--- src/hw/rollout_consts.svh ---
// Rollout dimensions and widths

`ifndef ROLLOUT_CONSTS_SVH
`define ROLLOUT_CONSTS_SVH

// Number of state elements (nx)
`define STATE_DIM 6

// Number of control inputs (nu)
`define INPUT_DIM 3

// Largest allowed active_horizon
`define HORIZON_MAX 30

`define DATA_WIDTH 32
`define ADDR_WIDTH 9

`endif

--- src/hw/rollout_num_pkg.sv ---
// Numeric types of the rollout

`default_nettype none
`include "rollout_consts.svh"

package rollout_num_pkg;

    // One matrix or vector element, two's complement
    typedef logic [`DATA_WIDTH-1:0] data_t;

    // Word address into the coefficient, d, x and u memories
    typedef logic [`ADDR_WIDTH-1:0] addr_t;

    // Step index k, covers HORIZON_MAX
    typedef logic [4:0] step_t;

    // Row or column index within a matrix
    typedef logic [2:0] elem_t;

    // Matrix behind the shared coefficient port
    typedef enum logic [1:0] {
        coef_a,
        coef_b,
        coef_k
    } coef_sel_t;

endpackage

`default_nettype wire

--- src/hw/rollout_bus_pkg.sv ---
// Request, write and step structs

`default_nettype none
`include "rollout_consts.svh"

package rollout_bus_pkg;

    typedef struct packed {
        logic                       valid;
        rollout_num_pkg::coef_sel_t sel;
        rollout_num_pkg::addr_t     addr;
    } coef_req_t;

    typedef struct packed {
        logic                   valid;
        rollout_num_pkg::addr_t addr;
    } rd_req_t;

    typedef struct packed {
        logic                   wren;
        rollout_num_pkg::addr_t addr;
        rollout_num_pkg::data_t data;
    } wr_port_t;

    // One finished step, x[k] and u[k] together
    typedef struct packed {
        logic                                     valid;
        rollout_num_pkg::step_t                   k;
        logic                                     last;
        rollout_num_pkg::data_t [`STATE_DIM-1:0]  x;
        rollout_num_pkg::data_t [`INPUT_DIM-1:0]  u;
    } step_item_t;

endpackage

`default_nettype wire

--- src/hw/control_law.sv ---
// Control law stage, u[k] = -K x[k] - d[k]

`timescale 1ns/100ps
`default_nettype none
`include "rollout_consts.svh"

module control_law (
    input  logic                                               clk,
    input  logic                                               rst,
    input  logic                                               run_go,
    input  rollout_num_pkg::data_t [`STATE_DIM-1:0]            x_init,
    input  rollout_num_pkg::step_t                             active_horizon,
    input  rollout_num_pkg::data_t [`INPUT_DIM*`STATE_DIM-1:0] k_bank,
    output rollout_bus_pkg::rd_req_t                           d_rd,
    input  rollout_num_pkg::data_t                             d_data,
    input  rollout_num_pkg::data_t [`STATE_DIM-1:0]            x_next,
    input  logic                                               x_next_valid,
    output logic                                               u_go,
    output rollout_num_pkg::step_t                             k_out,
    output rollout_num_pkg::data_t [`STATE_DIM-1:0]            x_out,
    output rollout_num_pkg::data_t [`INPUT_DIM-1:0]            u_out,
    output logic                                               last
);
    import rollout_num_pkg::*;

    typedef enum logic [1:0] {idle, mac, sub} state_t;

    state_t                 state;
    elem_t                  i;
    elem_t                  j;
    step_t                  k;
    data_t                  acc;
    data_t                  d_q;
    data_t [`STATE_DIM-1:0] x_q;
    data_t [`INPUT_DIM-1:0] u_q;
    logic                   begin_run;
    logic                   begin_next;

    assign begin_run  = (state == idle) && run_go;
    // Next step starts when x[k+1] returns, unless k was the final step
    assign begin_next = (state == idle) && x_next_valid && !last;
    assign last       = (k + step_t'(1)) == active_horizon;

    // d[k][i] requested in the first MAC cycle of row i
    assign d_rd.valid = (state == mac) && (j == '0);
    assign d_rd.addr  = addr_t'(k * `INPUT_DIM + i);

    assign k_out = k;
    assign x_out = x_q;
    assign u_out = u_q;

    always_ff @(posedge clk or posedge rst) begin
        if (rst) begin
            state <= idle;
            i     <= '0;
            j     <= '0;
            k     <= '0;
            u_go  <= 1'b0;
        end else begin
            u_go <= 1'b0;
            case (state)
                idle: begin
                    if (begin_run || begin_next) begin
                        state <= mac;
                        i     <= '0;
                        j     <= '0;
                        k     <= begin_run ? '0 : k + step_t'(1);
                    end
                end
                mac: begin
                    if (j == elem_t'(`STATE_DIM - 1)) begin
                        state <= sub;
                    end else begin
                        j <= j + elem_t'(1);
                    end
                end
                sub: begin
                    j <= '0;
                    if (i == elem_t'(`INPUT_DIM - 1)) begin
                        state <= idle;
                        u_go  <= 1'b1;
                    end else begin
                        state <= mac;
                        i     <= i + elem_t'(1);
                    end
                end
                default: state <= idle;
            endcase
        end
    end

    always_ff @(posedge clk) begin
        if (begin_run) begin
            x_q <= x_init;
        end else if (begin_next) begin
            x_q <= x_next;
        end
        if (state == mac) begin
            acc <= acc + k_bank[i * `STATE_DIM + j] * x_q[j];
        end else begin
            acc <= '0;
        end
        // Read data arrives one cycle after the request
        if ((state == mac) && (j == elem_t'(1))) begin
            d_q <= d_data;
        end
        if (state == sub) begin
            u_q[i] <= -acc - d_q;
        end
    end

endmodule

`default_nettype wire

--- config.mk ---
export PLATFORM = sky130hd
export DESIGN_NAME = control_law
export DESIGN_NICKNAME = d
export VERILOG_FILES = /design/src/hw/rollout_num_pkg.sv /design/src/hw/rollout_bus_pkg.sv /design/src/hw/control_law.sv
export VERILOG_INCLUDE_DIRS = /design/src /design/src/hw
export SDC_FILE = /design/constraint.sdc
export NUM_CORES = 2
export LEC_CHECK = 0
export BUFFER_PORTS_ARGS = -buffer_cell sky130_fd_sc_hd__buf_2
export CAP_MARGIN = 20
export CORE_AREA = 2 2 509 511
export DETAILED_ROUTE_END_ITERATION = 8
export DIE_AREA = 0 0 511 513
export GPL_TIMING_DRIVEN = 0
export HOLD_SLACK_MARGIN = 0.12
export SYNTH_ARGS = -nofsm -noshare
export SYNTH_HDL_FRONTEND = slang
export SYNTH_SLANG_ARGS = --single-unit
--- constraint.sdc ---
create_clock -name clk -period 11.71 [get_ports clk]
set_clock_uncertainty 0.05 [all_clocks]
set_input_delay 1.7565 -clock clk [delete_from_list [all_inputs] [get_ports clk]]
set_output_delay 1.7565 -clock clk [all_outputs]
set_load 0.05 [all_outputs]
==> flow_metrics.py <==
metrics = {
    "run_status": {
        "outcome": "complete, no violations",
    },
    "timing": {
        "max-slew-margin-rel": 0.01314,
        "report.final.slew_viol_count": 0,
        "finalHoldViolations": 0,
        "finalCritPeriodShare": 0.9734,
        "unrepaired_setup_endpoints_after_global_routing": "no",
        "worst_pin_slew_ns": 1.480,
        "fin_setup_tns_ns": 0,
        "finalCriticalPeriod_ns": 11.40,
        "setup_viol": 0,
        "holdWs_ns": 0.5296,
        "fmax_mhz": 87.73,
    },
    "final_layout": {
        "layout.nets": 6512,
        "most-common-layout-cells": "buf_2 (1316), inv_1 (594), fa_1 (443)",
        "mostFrequentLayoutCell": "buf_2",
        "layout-drive-gt1-share": 0.4057,
        "area.growth.synth_to_final_pct": 34.97,
        "final_area_um2": 52720,
    },
    "critical_path": {
        "critical_path.startpoint": "j[0]",
        "cp-start-kind": "register",
        "worstSetupPathType": "reg2reg",
        "cp_data_required_time_ns": 12.12,
        "worst_path_most_repeated_cell": "fa_1",
        "slowest_stage": "clkbuf_1",
        "worst-endpoint-arrival_ns": 11.81,
        "endpoint_kind": "register",
        "ff2ff_setup_slack_ns": 0.31,
        "worst-r2r-cell-count": 35,
        "reg2reg_capture_point": "acc[31]",
        "critical_path.reg2reg.startpoint": "j[0]",
        "crit_path_max_fanout": 10,
        "cp_slowest_stage_delay_ns": 0.67,
    },
    "logic_synthesis": {
        "synth_cell_types": 100,
        "async_flop_share": 0.03825,
        "seq_area_frac_synth": 0.2714,
        "syn_avg_cell_area_um2": 11.27,
        "synthesis.area_um2": 39060,
        "synth_warnings": 0,
        "synth-main-ff-cell": "edfxtp_1",
        "synthCells": 3465,
        "postSynthRegisterBits": 366,
        "edff_count_synth": 320,
    },
    "global_route": {
        "grt_first_pass_wirelength_um": 407000,
        "first_global_vias": 36067,
        "largest_net_degree_at_the_start_of_global_routing": 117,
        "gr-total-overflow": 0,
        "grt.total_usage": 0.2445,
        "initial_antenna_violation_count": 187,
    },
    "die": {
        "floorplan.die_area_um2": 262100,
        "initial_utilization": 0.1524,
        "placeableCoreArea_um2": 256200,
        "number_of_cell_rows": 186,
        "fp.dieW_um": 511,
        "pin_count": 1306,
        "die_y_um": 513,
    },
    "placement": {
        "placedInstanceArea_um2": 50310,
        "gp_congestion": 1.046,
        "post-dp-hpwl_um": 295600,
        "port_buffers": 1303,
    },
    "clock_tree": {
        "cts_buffer_depth": 3,
        "clkLatencyLatePin_ns": 0.68,
        "clock_pin_slew_reported_for_the_worst_setup_and_hold_paths_after_clock_tree_synthesis_ns": 0.06,
        "cts_tree": "done",
        "post_cts_hold_buffer_count": 0,
        "cts.htree.levels": 2,
        "clock-root-buffer": "clkbuf_16",
        "cts_inserted_buffers": 48,
        "clock_sinks": 366,
    },
    "routing": {
        "wl_per_cell_um": 39.06,
        "detail_route.iter0.violations": 2986,
        "route.antenna.remaining_nets": 0,
        "vias_per_cell": 4.206,
        "wirelength_um": 329200,
        "drtPass1Iterations": 9,
        "post-route-drc-count": 0,
        "dr_vias": 35455,
    },
    "worst_hold_path": {
        "worst_min_path_class": "reg2reg",
        "hold_path.startpoint": "acc[0]",
        "hold-path-endpoint": "acc[0]",
        "timing.hold.worst_path_depth": 2,
    },
    "job": {
        "maxCapViolations": 0,
    },
}
[state kept, by name, indices dropped and copies added (netlist names), 2 cells and up]
name / flops
acc: 32
j: 3
k_out: 5
state: 2
u_out: 96
x_out: 192
d_q: 32
i: 3
[through the flow]
| step | cells | util | setup WS, ns |
|---|---|---|---|
| 2_1_floorplan | 3466 | - | 1.653 |
| 6_report | 8429 | 0.2058 | 0.3117 |
| 5_1_grt | 8392 | 0.2054 | 0.03435 |
| 4_1_cts | 8278 | 0.2039 | 0.02834 |
| 3_3_place_gp | 8153 | 0.1944 | -4.354 |
| 3_5_place_dp | 8183 | 0.1963 | -3.814 |
[final cells by class]
cell class	instances	area [µm²]
clock inverters	27	341.6
plain buffers	156	1069
well taps	3384	4234
clock buffers	59	1272
flip-flops and latches	366	10600
inverters	599	2265
repair buffers	1348	7079
diodes	147	367.9
fillers	28375	203500
multi-input cells	2343	25490
[per-layer routing]
layer,routed length [µm],part of all wire,GRT usage
met1,119500,0.36,0.2690
met2,157700,0.48,0.4116
met3,23710,0.072,0.05910
met4,27720,0.084,0.1769
met5,500,0.0015,0
[critical path: cells and delay by family, from the launching register on]
family / cells / cell delay, ns
and+or+nand+nor: 5 / 0.79
buffers and inverters: 13 / 3.24
muxes: 1 / 0.24
xor gates and xnor gates: 1 / 0.15
DFF: 1 / 0.39
adders and majority gates: 9 / 4.09
AOI/OAI and AO/OA: 6 / 2.04
[cell usage after synthesis, drive strengths merged, types with 11 or more instances]
master  count  area share
a21o       49      0.0094
a21oi      83       0.011
and2       24      0.0038
and3       14      0.0022
buf        67       0.016
clkbuf     91      0.0087
dfrtp      14      0.0090
dfxtp      32       0.016
edfxtp    320        0.25
fa        444        0.23
ha        205       0.066
inv       598       0.057
mux2      215       0.062
mux2i      71       0.019
mux4      162       0.094
nand2     306       0.029
nand2b     46      0.0074
nand3      32      0.0045
nor2      337       0.033
nor2b      20      0.0032
nor3       14      0.0018
o21ai      47      0.0067
o22ai      11      0.0021
or2        14      0.0022
xnor2      81       0.019
xor2       34      0.0083
[how the worst max path moves through the flow]
| stage | end | slack (ns) |
|---|---|---|
| global route | acc[31] | 0.03 |
| global placement | acc[31] | -4.35 |
| detailed placement | acc[31] | -3.81 |
| finish | acc[31] | 0.31 |
| CTS | acc[31] | 0.03 |
| floorplan | acc[31] | 1.65 |
[cells by family (layout without fill, tap and decap cells)]
| logic type | count (synthesis) | count (layout) | share of synthesized area |
|---|---|---|---|
| simple gates | 826 | 826 | 0.09097 |
| buf+inv | 757 | 2189 | 0.08267 |
| fa+ha+maj | 649 | 649 | 0.2932 |
| mux | 448 | 448 | 0.1745 |
| flops | 366 | 366 | 0.2714 |
| compound gates | 295 | 295 | 0.05497 |
| xor+xnor | 123 | 123 | 0.03222 |
| other cells | 1 | 149 | 0.00009600 |
[repair_timing]
item                                   in CTS  in global routing
resized for setup                          79                 28
setup buffers                              10                  3
endpoints found under the hold margin       0                  0
pin swaps                                   5                  2
setup endpoints to repair                  24                  5
Power is left out: the tool's default activity adds up to more than one toggle a clock period on the data nets, which glitch-free logic cannot reach.
