--- src/hw/rollout_consts.svh ---
// Rollout dimensions and widths

`ifndef ROLLOUT_CONSTS_SVH
`define ROLLOUT_CONSTS_SVH

// Number of state elements (nx)
`define STATE_DIM 6

// Number of control inputs (nu)
`define INPUT_DIM 3

// Largest allowed active_horizon
`define HORIZON_MAX 30

`define DATA_WIDTH 32
`define ADDR_WIDTH 9

`endif

--- src/hw/rollout_num_pkg.sv ---
// Numeric types of the rollout

`default_nettype none
`include "rollout_consts.svh"

package rollout_num_pkg;

    // One matrix or vector element, two's complement
    typedef logic [`DATA_WIDTH-1:0] data_t;

    // Word address into the coefficient, d, x and u memories
    typedef logic [`ADDR_WIDTH-1:0] addr_t;

    // Step index k, covers HORIZON_MAX
    typedef logic [4:0] step_t;

    // Row or column index within a matrix
    typedef logic [2:0] elem_t;

    // Matrix behind the shared coefficient port
    typedef enum logic [1:0] {
        coef_a,
        coef_b,
        coef_k
    } coef_sel_t;

endpackage

`default_nettype wire

--- src/hw/rollout_bus_pkg.sv ---
// Request, write and step structs

`default_nettype none
`include "rollout_consts.svh"

package rollout_bus_pkg;

    typedef struct packed {
        logic                       valid;
        rollout_num_pkg::coef_sel_t sel;
        rollout_num_pkg::addr_t     addr;
    } coef_req_t;

    typedef struct packed {
        logic                   valid;
        rollout_num_pkg::addr_t addr;
    } rd_req_t;

    typedef struct packed {
        logic                   wren;
        rollout_num_pkg::addr_t addr;
        rollout_num_pkg::data_t data;
    } wr_port_t;

    // One finished step, x[k] and u[k] together
    typedef struct packed {
        logic                                     valid;
        rollout_num_pkg::step_t                   k;
        logic                                     last;
        rollout_num_pkg::data_t [`STATE_DIM-1:0]  x;
        rollout_num_pkg::data_t [`INPUT_DIM-1:0]  u;
    } step_item_t;

endpackage

`default_nettype wire

--- src/hw/trajectory_writer.sv ---
// Trajectory writer for x and u

`timescale 1ns/100ps
`default_nettype none
`include "rollout_consts.svh"

module trajectory_writer (
    input  logic                        clk,
    input  logic                        rst,
    input  logic                        start,
    input  rollout_bus_pkg::step_item_t step_item,
    output rollout_bus_pkg::wr_port_t   x_wr,
    output rollout_bus_pkg::wr_port_t   u_wr,
    output logic                        done
);
    import rollout_num_pkg::*;
    import rollout_bus_pkg::*;

    localparam int NW = `STATE_DIM + `INPUT_DIM;

    step_item_t item_q;
    logic       busy;
    // Word index, x words first then u words
    logic [3:0] w;

    always_ff @(posedge clk) begin
        if (step_item.valid) begin
            item_q <= step_item;
        end
    end

    always_ff @(posedge clk or posedge rst) begin
        if (rst) begin
            busy <= 1'b0;
            w    <= '0;
            x_wr <= '0;
            u_wr <= '0;
            done <= 1'b0;
        end else begin
            x_wr.wren <= 1'b0;
            u_wr.wren <= 1'b0;
            if (step_item.valid) begin
                busy <= 1'b1;
                w    <= '0;
            end else if (busy) begin
                if (w < 4'(`STATE_DIM)) begin
                    x_wr.wren <= 1'b1;
                    x_wr.addr <= addr_t'(item_q.k * `STATE_DIM + w);
                    x_wr.data <= item_q.x[w];
                end else begin
                    u_wr.wren <= 1'b1;
                    u_wr.addr <= addr_t'(item_q.k * `INPUT_DIM + (w - 4'(`STATE_DIM)));
                    u_wr.data <= item_q.u[w - 4'(`STATE_DIM)];
                end
                if (w == 4'(NW - 1)) begin
                    busy <= 1'b0;
                end else begin
                    w <= w + 4'(1);
                end
            end
            // Raised once the last step's final u word is out
            if (!start) begin
                done <= 1'b0;
            end else if (u_wr.wren && !busy && item_q.last) begin
                done <= 1'b1;
            end
        end
    end

endmodule

`default_nettype wire

--- config.mk ---
export PLATFORM = sky130hd
export DESIGN_NAME = trajectory_writer
export DESIGN_NICKNAME = d
export VERILOG_FILES = /design/src/hw/rollout_num_pkg.sv /design/src/hw/rollout_bus_pkg.sv /design/src/hw/trajectory_writer.sv
export VERILOG_INCLUDE_DIRS = /design/src /design/src/hw
export SDC_FILE = /design/constraint.sdc
export NUM_CORES = 1
export LEC_CHECK = 0
export BUFFER_PORTS_ARGS = -buffer_cell sky130_fd_sc_hd__buf_4
export CAP_MARGIN = 20
export CELL_PAD_IN_SITES_DETAIL_PLACEMENT = 0
export CELL_PAD_IN_SITES_GLOBAL_PLACEMENT = 1
export CORE_MARGIN = 8
export CORE_UTILIZATION = 29
export DETAILED_ROUTE_END_ITERATION = 10
export PLACE_DENSITY = 0.62
export SLEW_MARGIN = 5
export SYNTH_ARGS = -nofsm -noshare
export SYNTH_HDL_FRONTEND = slang
export SYNTH_SLANG_ARGS = --single-unit
--- constraint.sdc ---
create_clock -name clk -period 6 [get_ports clk]
set_clock_uncertainty 0.05 [all_clocks]
set_input_delay 0.6 -clock clk [delete_from_list [all_inputs] [get_ports clk]]
set_output_delay 0.6 -clock clk [all_outputs]
set_load 0.005 [all_outputs]
==> results.py, run 1 <==
metrics = {
    "outcome": {
        "status": "finished clean",
    },
    "placed_design": {
        "place_area_mm2": 0.0185,
        "dp_hpwl_um": 28500,
        "portBuffers": 382,
        "place_congestion": 0.774,
    },
    "route": {
        "vias": 8985,
        "wl_per_cell_um": 20.8,
        "drc_errors": 0,
        "initialDrtViolationCount": 532,
        "dr.pass1.iters": 5,
        "wirelength_um": 41800,
        "drt-vias-per-instance": 4.46,
        "drtAntennaViolNets": 0,
    },
    "logic_synthesis": {
        "ys_types": 43,
        "synth_edf_count": 294,
        "yosysSeqAreaShare_pct": 74.9,
        "synth.ff_latch_count": 384,
        "syn_area_per_cell_um2": 16.4,
        "syn_nets": 1222,
        "yosys_warnings": 0,
        "synth_ff_type": "edfxtp_1",
        "synthCells": 902,
        "syn-cell-area_mm2": 0.0148,
        "synthArstFlopShare_pct": 23.4,
    },
    "floorplanning": {
        "initial_core_util_pct": 29.1,
        "ioPinCount": 383,
        "die_w_um": 242,
        "die_y_um": 242,
        "core_area_mm2": 0.0509,
        "die_area_mm2": 0.0585,
        "rows": 83,
    },
    "critical_path": {
        "regToRegSetupSlack_ns": 2.56,
        "crit_type": "reg2reg",
        "end_kind": "flop",
        "arrival_ns": 3.87,
        "startpoint_type": "flop",
        "cp.required_ns": 6.43,
        "worstPathMaxFanout": 42,
    },
    "pwr": {
        "p_sw_share_pct": 24.8,
        "p_seq_share_pct": 47.4,
        "power_frac_comb_pct": 15.1,
        "power_switching_uw": 1780,
        "power_density_mw_per_mm2": 361,
        "intPower_uw": 5410,
        "power.leakage_uw": 0.00804,
        "total_power_uw": 7190,
        "p_clk_share_pct": 37.5,
        "ir_drop_mv": 0.257,
    },
    "finish": {
        "final_area_mm2": 0.0199,
        "final_nets": 1615,
        "final_common_cell": "buf_4",
        "synthToLayoutAreaGrowth_pct": 34.6,
        "drive_gt1_share_pct": 39.9,
        "layout_common_cells": "buf_4 (390), edfxtp_1 (294), dfrtp_1 (88)",
    },
    "timing": {
        "fmax_mhz": 291,
        "fin_tns_setup_ns": 0,
        "period_minus_slack_ns": 3.44,
        "tightest_slew_ns": 0.959,
        "slew_viol_final": 0,
        "slew_headroom_pct": 36.0,
        "finalCritPeriodShare_pct": 57.3,
        "finalHoldViolations": 0,
        "setup_violations": 0,
        "rsz0062_at_grt": "no",
    },
    "grt": {
        "antenna_found_initial": 3,
        "grt_pass1_wl_um": 62700,
        "grt_max_degree": 162,
        "grt_pass1_vias": 9871,
        "grt.overflow.total": 0,
        "grt_usage_pct": 14.0,
    },
    "clocking": {
        "cts_buffer_depth": 3,
        "clk_pin_slew_ns": 0.06,
        "ctsHtreeMaxLevel": 2,
        "post_cts_resized": 0,
        "insertion_delay_ns": 0.57,
        "cts_tree": "done",
        "root_buffer": "clkbuf_16",
        "cts_sinks": 384,
        "post_cts_buffers": 0,
        "cts_hold_buf": 0,
        "cts_buffers": 45,
    },
    "worst_hold_path": {
        "min_path_type": "in2async",
    },
    "flow_run": {
        "drv_cap": 0,
    },
}
==> sequential cells by signal, summed over array words and instances (netlist names) <==
| register | cells |
|---|---|
| item_q | 294 |
| u_wr | 42 |
| x_wr | 42 |
| w | 4 |
| busy | 1 |
| done | 1 |
==> cell type report <==
class                   count  area [µm²]
diodes                      4        10.0
clock buffers              60        1200
clock inverters            24         256
fillers                  4825       31000
inverters                  50         190
multi-input cells         421        3350
flip-flops and latches    384       11100
well taps                 680         851
repair buffers            393        2980
==> kinds of logic (layout without fill, tap and decap cells) <==
family,count (synthesis),in the layout,synth area share (%)
AOI/OAI and AO/OA,171,171,6.97
xor gates and xnor gates,10,10,0.592
adders and majority gates,22,22,2.01
buffers and inverters,97,527,2.60
DFF,384,384,74.9
muxes,97,97,9.54
other,0,4,0
and+or+nand+nor,121,121,3.44
==> cell usage after synthesis, types with 3 or more instances <==
cell type | count | area, µm²
edfxtp_1 | 294 | 8830
dfrtp_1 | 90 | 2250
a21oi_1 | 69 | 345
nand2_1 | 59 | 221
o21ai_0 | 51 | 255
inv_1 | 49 | 184
nor2_1 | 40 | 150
mux2i_1 | 33 | 330
mux2_2 | 32 | 360
mux4_2 | 32 | 721
a221oi_1 | 31 | 272
clkbuf_1 | 28 | 105
ha_1 | 19 | 238
buf_2 | 16 | 80.1
xnor2_1 | 8 | 70.1
a211oi_1 | 5 | 37.5
nand3_1 | 4 | 20.0
or3_1 | 4 | 25.0
a21o_1 | 3 | 22.5
buf_1 | 3 | 11.3
fa_1 | 3 | 60.1
nor2b_1 | 3 | 18.8
==> per-stage QoR <==
stage                     hold slack [ns]  worst slack, ns  std cells  utilization (%)
final                               0.136             2.56       2016             39.2
after global routing                0.111             2.36       2015             39.2
after CTS                          0.0991             2.47       2012             39.1
after detailed placement            0.419             2.50       1928             36.3
after global placement              0.414             2.53       1927             36.2
after floorplan                     0.417             3.01        902                -
==> worst max-delay path: stages (launching register included) <==
cell      delay, ns
dfrtp_4        0.82
buf_4          0.71
ha_1           0.36
ha_1           0.34
nor2b_1        0.14
o21ai_0        0.10
a21boi_0       0.44
o21ai_0        0.19
a21oi_1        0.16
==> worst paths after layout <==
| path | from | endpoint | cells past startpoint |
|---|---|---|---|
| worst max-delay path | w[1] | u_wr[40] | 8 |
| worst min-delay path | rst | u_wr[13] | 2 |
| worst max register to register | w[1] | u_wr[40] | 8 |
| worst min register to register | x_wr[40] | x_wr[40] | 2 |
| max in group asynchronous | rst | w[0] | 3 |
| min in group clk | step_item[129] | item_q[129] | 1 |
==> metal layers <==
layer / part of all wire (%) / wire [µm] / global-route usage (%)
met4: 2.1 / 884 / 4.43
met1: 39 / 16400 / 16.0
met3: 5.2 / 2180 / 3.25
met5: 0 / 0 / 0
met2: 53 / 22400 / 25.4
==> power groups by stage <==
| stage | logic (µW) | registers, µW | clock network (µW) |
|---|---|---|---|
| finish | 1090 | 3410 | 2700 |
| global route | 1200 | 3450 | 2890 |
| CTS | 1120 | 3410 | 2800 |
| detailed placement | 1120 | 3460 | 0 |
| global placement | 1110 | 3460 | 0 |
| floorplan | 456 | 3410 | 0 |
Note: power is estimated with default switching activity, not from simulation.
==> run 2, diff against run 1 <==
Settings changed: ABC_AREA set to 1, PLACE_DENSITY 0.62 to 0.66.
Clock period 6 ns to 3 ns, I/O delays scaled along.
==> results.py, run 2 <==
metrics = {
    "clocking": {
        "cts_sinks": 384,
        "post_cts_resized": 0,
        "ctsHtreeMaxLevel": 2,
        "cts_buffer_depth": 3,
        "insertion_delay_ns": 0.57,
        "root_buffer": "clkbuf_16",
        "cts_tree": "done",
        "clk_pin_slew_ns": 0.06,
        "cts_buffers": 44,
    },
    "critical_path": {
        "regToRegSetupSlack_ns": 0.32,
        "crit_type": "reg2reg",
        "arrival_ns": 3.07,
        "crit_path_end": "u_wr[38]",
        "max_stage_delay_ns": 0.39,
        "worstPathMaxFanout": 5,
        "startpoint_type": "flop",
        "rr_worst_depth": 14,
        "path_cells": "ha_1, inv_1, fa_1, inv_1, nand3_1, nand3_1, nand2_1, ha_1, nand2_1, or2_2, nand3_1, nand2_1, nand3_1, nand2_1",
        "critPathSlowestCell": "edfxtp_1",
        "end_kind": "flop",
        "timing.rr.end": "u_wr[38]",
        "cp.required_ns": 3.39,
        "critical_path.startpoint": "item_q[289]",
        "r2r-start": "item_q[289]",
    },
    "finish": {
        "layout_common_cells": "buf_4 (395), dlygate4sd3_1 (296), edfxtp_1 (294)",
        "largest_reg_flops": 294,
        "final_nets": 2191,
        "final_common_cell": "buf_4",
        "largest-register": "item_q",
        "fill_cells": 4594,
        "synthToLayoutAreaGrowth_pct": 54.9,
        "largestRegisters": "item_q x294, u_wr x42, x_wr x42",
        "drive_gt1_share_pct": 25.7,
        "fin_cells": 2599,
    },
    "floorplanning": {
        "core_area_mm2": 0.0512,
        "initial_core_util_pct": 29.3,
        "die_area_mm2": 0.0592,
        "ioPinCount": 383,
        "die_w_um": 243,
        "rows": 83,
        "die_y_um": 243,
    },
    "logic_synthesis": {
        "syn_area_per_cell_um2": 12.6,
        "synthArstFlopShare_pct": 23.4,
        "synth_top_area_share_pct": 58.9,
        "synth.ff_latch_count": 384,
        "synth.most_common_cell": "edfxtp_1",
        "synth_area_leaders": "edfxtp_1 (59%), dfrtp_1 (15%), nor2_1 (6.0%), o21ai_0 (4.3%), a21oi_1 (2.6%)",
        "syn_nets": 1510,
        "synth_ff_type": "edfxtp_1",
        "ys_types": 28,
        "synth_common_cells": "edfxtp_1 (294), nor2_1 (239), o21ai_0 (128)",
        "yosysSeqAreaShare_pct": 74.0,
        "synth_edf_count": 294,
        "yosys_warnings": 0,
        "synth.largest_area_cell": "edfxtp_1",
        "syn-cell-area_mm2": 0.0150,
        "synthCells": 1190,
    },
    "timing": {
        "holdWs_ns": 0.0746,
        "tightest_slew_ns": 1.11,
        "finalHoldViolations": 0,
        "slew_viol_final": 0,
        "setup_slack_ns": 0.322,
        "slew_headroom_pct": 26.2,
        "rsz0062_at_grt": "no",
        "period_minus_slack_ns": 2.68,
        "setup_violations": 0,
        "finalCritPeriodShare_pct": 89.3,
        "fmax_mhz": 373,
        "fin_tns_setup_ns": 0,
    },
    "route": {
        "drtAntennaViolNets": 0,
        "initialDrtViolationCount": 749,
        "drc_errors": 0,
        "dr.pass1.iters": 5,
        "drt-vias-per-instance": 4.52,
        "vias": 11800,
        "wirelength_um": 49800,
        "wl_per_cell_um": 19.2,
    },
    "placed_design": {
        "place_congestion": 0.804,
        "dp_hpwl_um": 32400,
        "dp_cells": 2209,
        "portBuffers": 382,
        "pre_cts_slack_ns": 0.331,
    },
    "flow_run": {
        "drv_cap": 0,
    },
    "grt": {
        "grt_pass1_wl_um": 75300,
        "grt_pass1_vias": 12400,
        "grt_max_degree": 175,
        "grt_usage_pct": 16.4,
        "antenna_found_initial": 10,
        "grt.overflow.total": 0,
    },
    "pwr": {
        "power.leakage_uw": 0.00945,
        "power_density_mw_per_mm2": 798,
        "total_power_uw": 18500,
        "ir_drop_mv": 0.406,
    },
    "worst_hold_path": {
        "min_path_type": "in2reg",
    },
    "outcome": {
        "status": "finished clean",
    },
}
-- run 2: cell types whose count changed after synthesis, sizes merged, moves of 14 or more --
cell,before,now
nand2,59,95
mux4,32,0
o21a,1,33
mux2i,33,0
inv,49,35
a221oi,31,0
mux2,32,0
buf,19,47
nor2,40,241
o21ai,51,171
a31oi,0,34
nand3,4,19
-- run 2: power breakdown --
group	switching, µW	internal [µW]
clock network	2250	3530
logic	3110	2370
registers	548	6700
-- run 2: cell families (layout without fill, tap and decap cells) --
| family | after synthesis | count (layout) | synth area share (%) |
|---|---|---|---|
| flip-flops | 384 | 384 | 74.0 |
| AND/OR/NAND/NOR | 365 | 365 | 9.50 |
| AO/OA/AOI/OAI | 318 | 318 | 11.5 |
| buffers and inverters | 99 | 816 | 2.92 |
| adder cells (fa/ha/maj) | 22 | 22 | 1.99 |
| XOR/XNOR | 2 | 2 | 0.117 |
| other | 0 | 12 | 0 |
-- run 2: area by class of cell --
| cell class | instances | area (µm²) | area share (%) |
|---|---|---|---|
| clock inverter | 32 | 407 | 1.75 |
| sequential | 384 | 11100 | 47.8 |
| multi-input combinational | 707 | 3470 | 14.9 |
| antenna | 12 | 30.0 | 0.129 |
| clock buffer | 50 | 1140 | 4.93 |
| tap | 680 | 851 | 3.67 |
| inverter | 35 | 136 | 0.588 |
| timing repair buffer | 699 | 6080 | 26.2 |
-- run 2: worst max-delay path, delay by kind of cell (launching register included) --
family        cells  cell delay (ns)
buf+inv           2             0.15
simple gates      9             0.99
fa+ha+maj         3             0.98
flops             1             0.39
-- run 2: metal layers --
metal  wire length (µm)  GRT usage (%)
met4               2280           7.85
met5                  0              0
met3               2410           3.29
met2              26100           29.5
met1              19000           18.4
-- run 2: how the worst min path moves through the flow --
stage                   startpoint     endpoint  depth (start not counted)  slack (ns)
global route        step_item[294]   item_q[17]                          1        0.06
floorplan             step_item[0]    item_q[0]                          0        0.35
finish              step_item[294]   item_q[17]                          1        0.07
detailed placement             rst     u_wr[30]                          2        0.30
global placement               rst     u_wr[30]                          2        0.30
CTS                 step_item[294]  item_q[281]                          1        0.03
-- run 2: timing repair --
item                                   CTS  global route
hold buffers                           296             0
setup endpoints to repair                0             0
endpoints found under the hold margin  320             0
buffers inserted                         0             0
-- run 2: per-stage QoR --
stage	util [%]	instance area, µm²
2_1_floorplan	-	15000
3_3_place_gp	36.5	18700
3_5_place_dp	36.5	18700
4_1_cts	45.3	23200
5_1_grt	45.3	23200
6_report	45.3	23200
==> run 3, diff against run 2 <==
--- a/config.mk
+++ b/config.mk
@@ -7,5 +7,4 @@
 export NUM_CORES = 1
 export LEC_CHECK = 0
-export ABC_AREA = 1
 export BUFFER_PORTS_ARGS = -buffer_cell sky130_fd_sc_hd__buf_4
 export CAP_MARGIN = 20
@@ -15,5 +14,5 @@
 export CORE_UTILIZATION = 29
 export DETAILED_ROUTE_END_ITERATION = 10
-export PLACE_DENSITY = 0.66
+export PLACE_DENSITY = 0.64
 export SLEW_MARGIN = 5
 export SYNTH_ARGS = -nofsm -noshare
==> constraint.sdc (replaced) <==
create_clock -name clk -period 3 [get_ports clk]
set_clock_uncertainty 0.05 [all_clocks]
set_input_delay 0.45 -clock clk [delete_from_list [all_inputs] [get_ports clk]]
set_output_delay 0.45 -clock clk [all_outputs]
set_load 0.005 [all_outputs]
==> results.py, run 3 (same netlist as run 1, synthesis figures left out) <==
metrics = {
    "floorplanning": {
        "core_area_mm2": 0.0509,
        "die_w_um": 242,
        "die_area_mm2": 0.0585,
        "die_y_um": 242,
        "initial_core_util_pct": 29.1,
        "rows": 83,
        "ioPinCount": 383,
    },
    "timing": {
        "fmax_mhz": 371,
        "slew_headroom_pct": 25.7,
        "setup_violations": 0,
        "period_minus_slack_ns": 2.70,
        "finalHoldViolations": 0,
        "finalCritPeriodShare_pct": 89.9,
        "tightest_slew_ns": 1.11,
        "fin_tns_setup_ns": 0,
        "slew_viol_final": 0,
        "rsz0062_at_grt": "no",
    },
    "route": {
        "initialDrtViolationCount": 479,
        "drc_errors": 0,
        "wirelength_um": 43700,
        "wl_per_cell_um": 19.0,
        "drtAntennaViolNets": 0,
        "dr.pass1.iters": 5,
        "vias": 10100,
        "drt-vias-per-instance": 4.39,
    },
    "grt": {
        "grt_max_degree": 167,
        "grt.overflow.total": 0,
        "antenna_found_initial": 3,
        "grt_pass1_vias": 11000,
        "grt_usage_pct": 14.5,
        "grt_pass1_wl_um": 65900,
    },
    "finish": {
        "layout_common_cells": "buf_4 (390), edfxtp_1 (294), dlygate4sd3_1 (280)",
        "fin_cells": 2298,
        "drive_gt1_share_pct": 32.8,
        "largest-register": "item_q",
        "final_common_cell": "buf_4",
        "final_nets": 1899,
        "fill_cells": 4550,
        "largestRegisters": "item_q x294, u_wr x42, x_wr x42",
        "largest_reg_flops": 294,
        "synthToLayoutAreaGrowth_pct": 53.3,
    },
    "critical_path": {
        "startpoint_type": "flop",
        "r2r-start": "item_q[292]",
        "regToRegSetupSlack_ns": 0.30,
        "end_kind": "flop",
        "crit_type": "reg2reg",
        "timing.rr.end": "u_wr[38]",
        "rr_worst_depth": 8,
        "arrival_ns": 3.07,
        "cp.required_ns": 3.37,
        "worstPathMaxFanout": 4,
    },
    "clocking": {
        "ctsHtreeMaxLevel": 2,
        "root_buffer": "clkbuf_16",
        "clk_pin_slew_ns": 0.06,
        "insertion_delay_ns": 0.56,
        "cts_hold_buf": 264,
        "cts_sinks": 384,
        "post_cts_buffers": 0,
        "cts_tree": "done",
        "post_cts_resized": 0,
        "cts_buffers": 44,
        "cts_buffer_depth": 3,
    },
    "pwr": {
        "ir_drop_mv": 0.379,
        "power.leakage_uw": 0.00920,
        "power_density_mw_per_mm2": 631,
    },
    "flow_run": {
        "drv_cap": 0,
    },
    "placed_design": {
        "dp_cells": 1933,
        "portBuffers": 382,
        "dp_hpwl_um": 28100,
        "place_congestion": 0.754,
    },
    "worst_hold_path": {
        "worstHoldStart": "step_item[23]",
        "min_path_type": "in2reg",
        "min_to": "item_q[23]",
        "worstHoldPathCells": 1,
    },
    "outcome": {
        "status": "finished clean",
    },
}
-- run 3: worst max-delay path by stage --
stage / from / end / slack [ns] / cells past startpoint
after global placement: item_q[289] / u_wr[38] / 0.38 / 10
final: item_q[292] / u_wr[38] / 0.30 / 8
after detailed placement: item_q[291] / u_wr[38] / 0.36 / 8
after CTS: item_q[289] / u_wr[38] / 0.34 / 10
after floorplan: rst / busy / 0.16 / 1
after global routing: item_q[292] / u_wr[38] / 0.08 / 8
-- run 3: layout make-up --
type / instances / area [µm²] / share of cell area (%)
clock buffers: 62 / 1200 / 5.29
flip-flops and latches: 384 / 11100 / 48.9
repair buffers: 678 / 5890 / 25.9
clock inverters: 20 / 129 / 0.568
well taps: 680 / 851 / 3.75
multi-input cells: 421 / 3350 / 14.7
diodes: 3 / 7.51 / 0.0331
inverters: 50 / 190 / 0.838
-- run 3: routing by layer --
layer	share of wire [%]	global-route usage, %	wire length [µm]	vias up
li1	-	-	-	4771
met1	39	16.6	17000	4986
met2	53	26.0	23100	256
met3	4.8	3.51	2120	76
met4	3.2	5.23	1410	0
met5	0	0	0	-
-- run 3: worst max-delay path: stages, from the launching register on --
cell,delay (ns)
edfxtp_1,0.43
ha_1,0.35
a21oi_1,0.24
a21boi_0,0.15
or2_2,0.37
ha_1,0.33
a21boi_0,0.39
or3_1,0.18
nand3_1,0.07
-- run 3: power by group --
part	leakage [µW]	switching [µW]	internal [µW]
clock	0.000657	2120	2880
combinational	0.00456	1130	1430
sequential	0.00398	304	6460
-- run 3: through the flow --
stage          cell area, µm²  setup WS [ns]  hold WS (ns)  utilization (%)  total power (µW)
2_1_floorplan           14800          0.165         0.417                -              7730
4_1_cts                 22500          0.337      0.000202             44.3             14500
5_1_grt                 22700         0.0768      0.000138             44.6             15000
3_3_place_gp            18600          0.382         0.413             36.5              9120
3_5_place_dp            18600          0.365         0.416             36.5              9170
6_report                22700          0.304        0.0335             44.6             14300
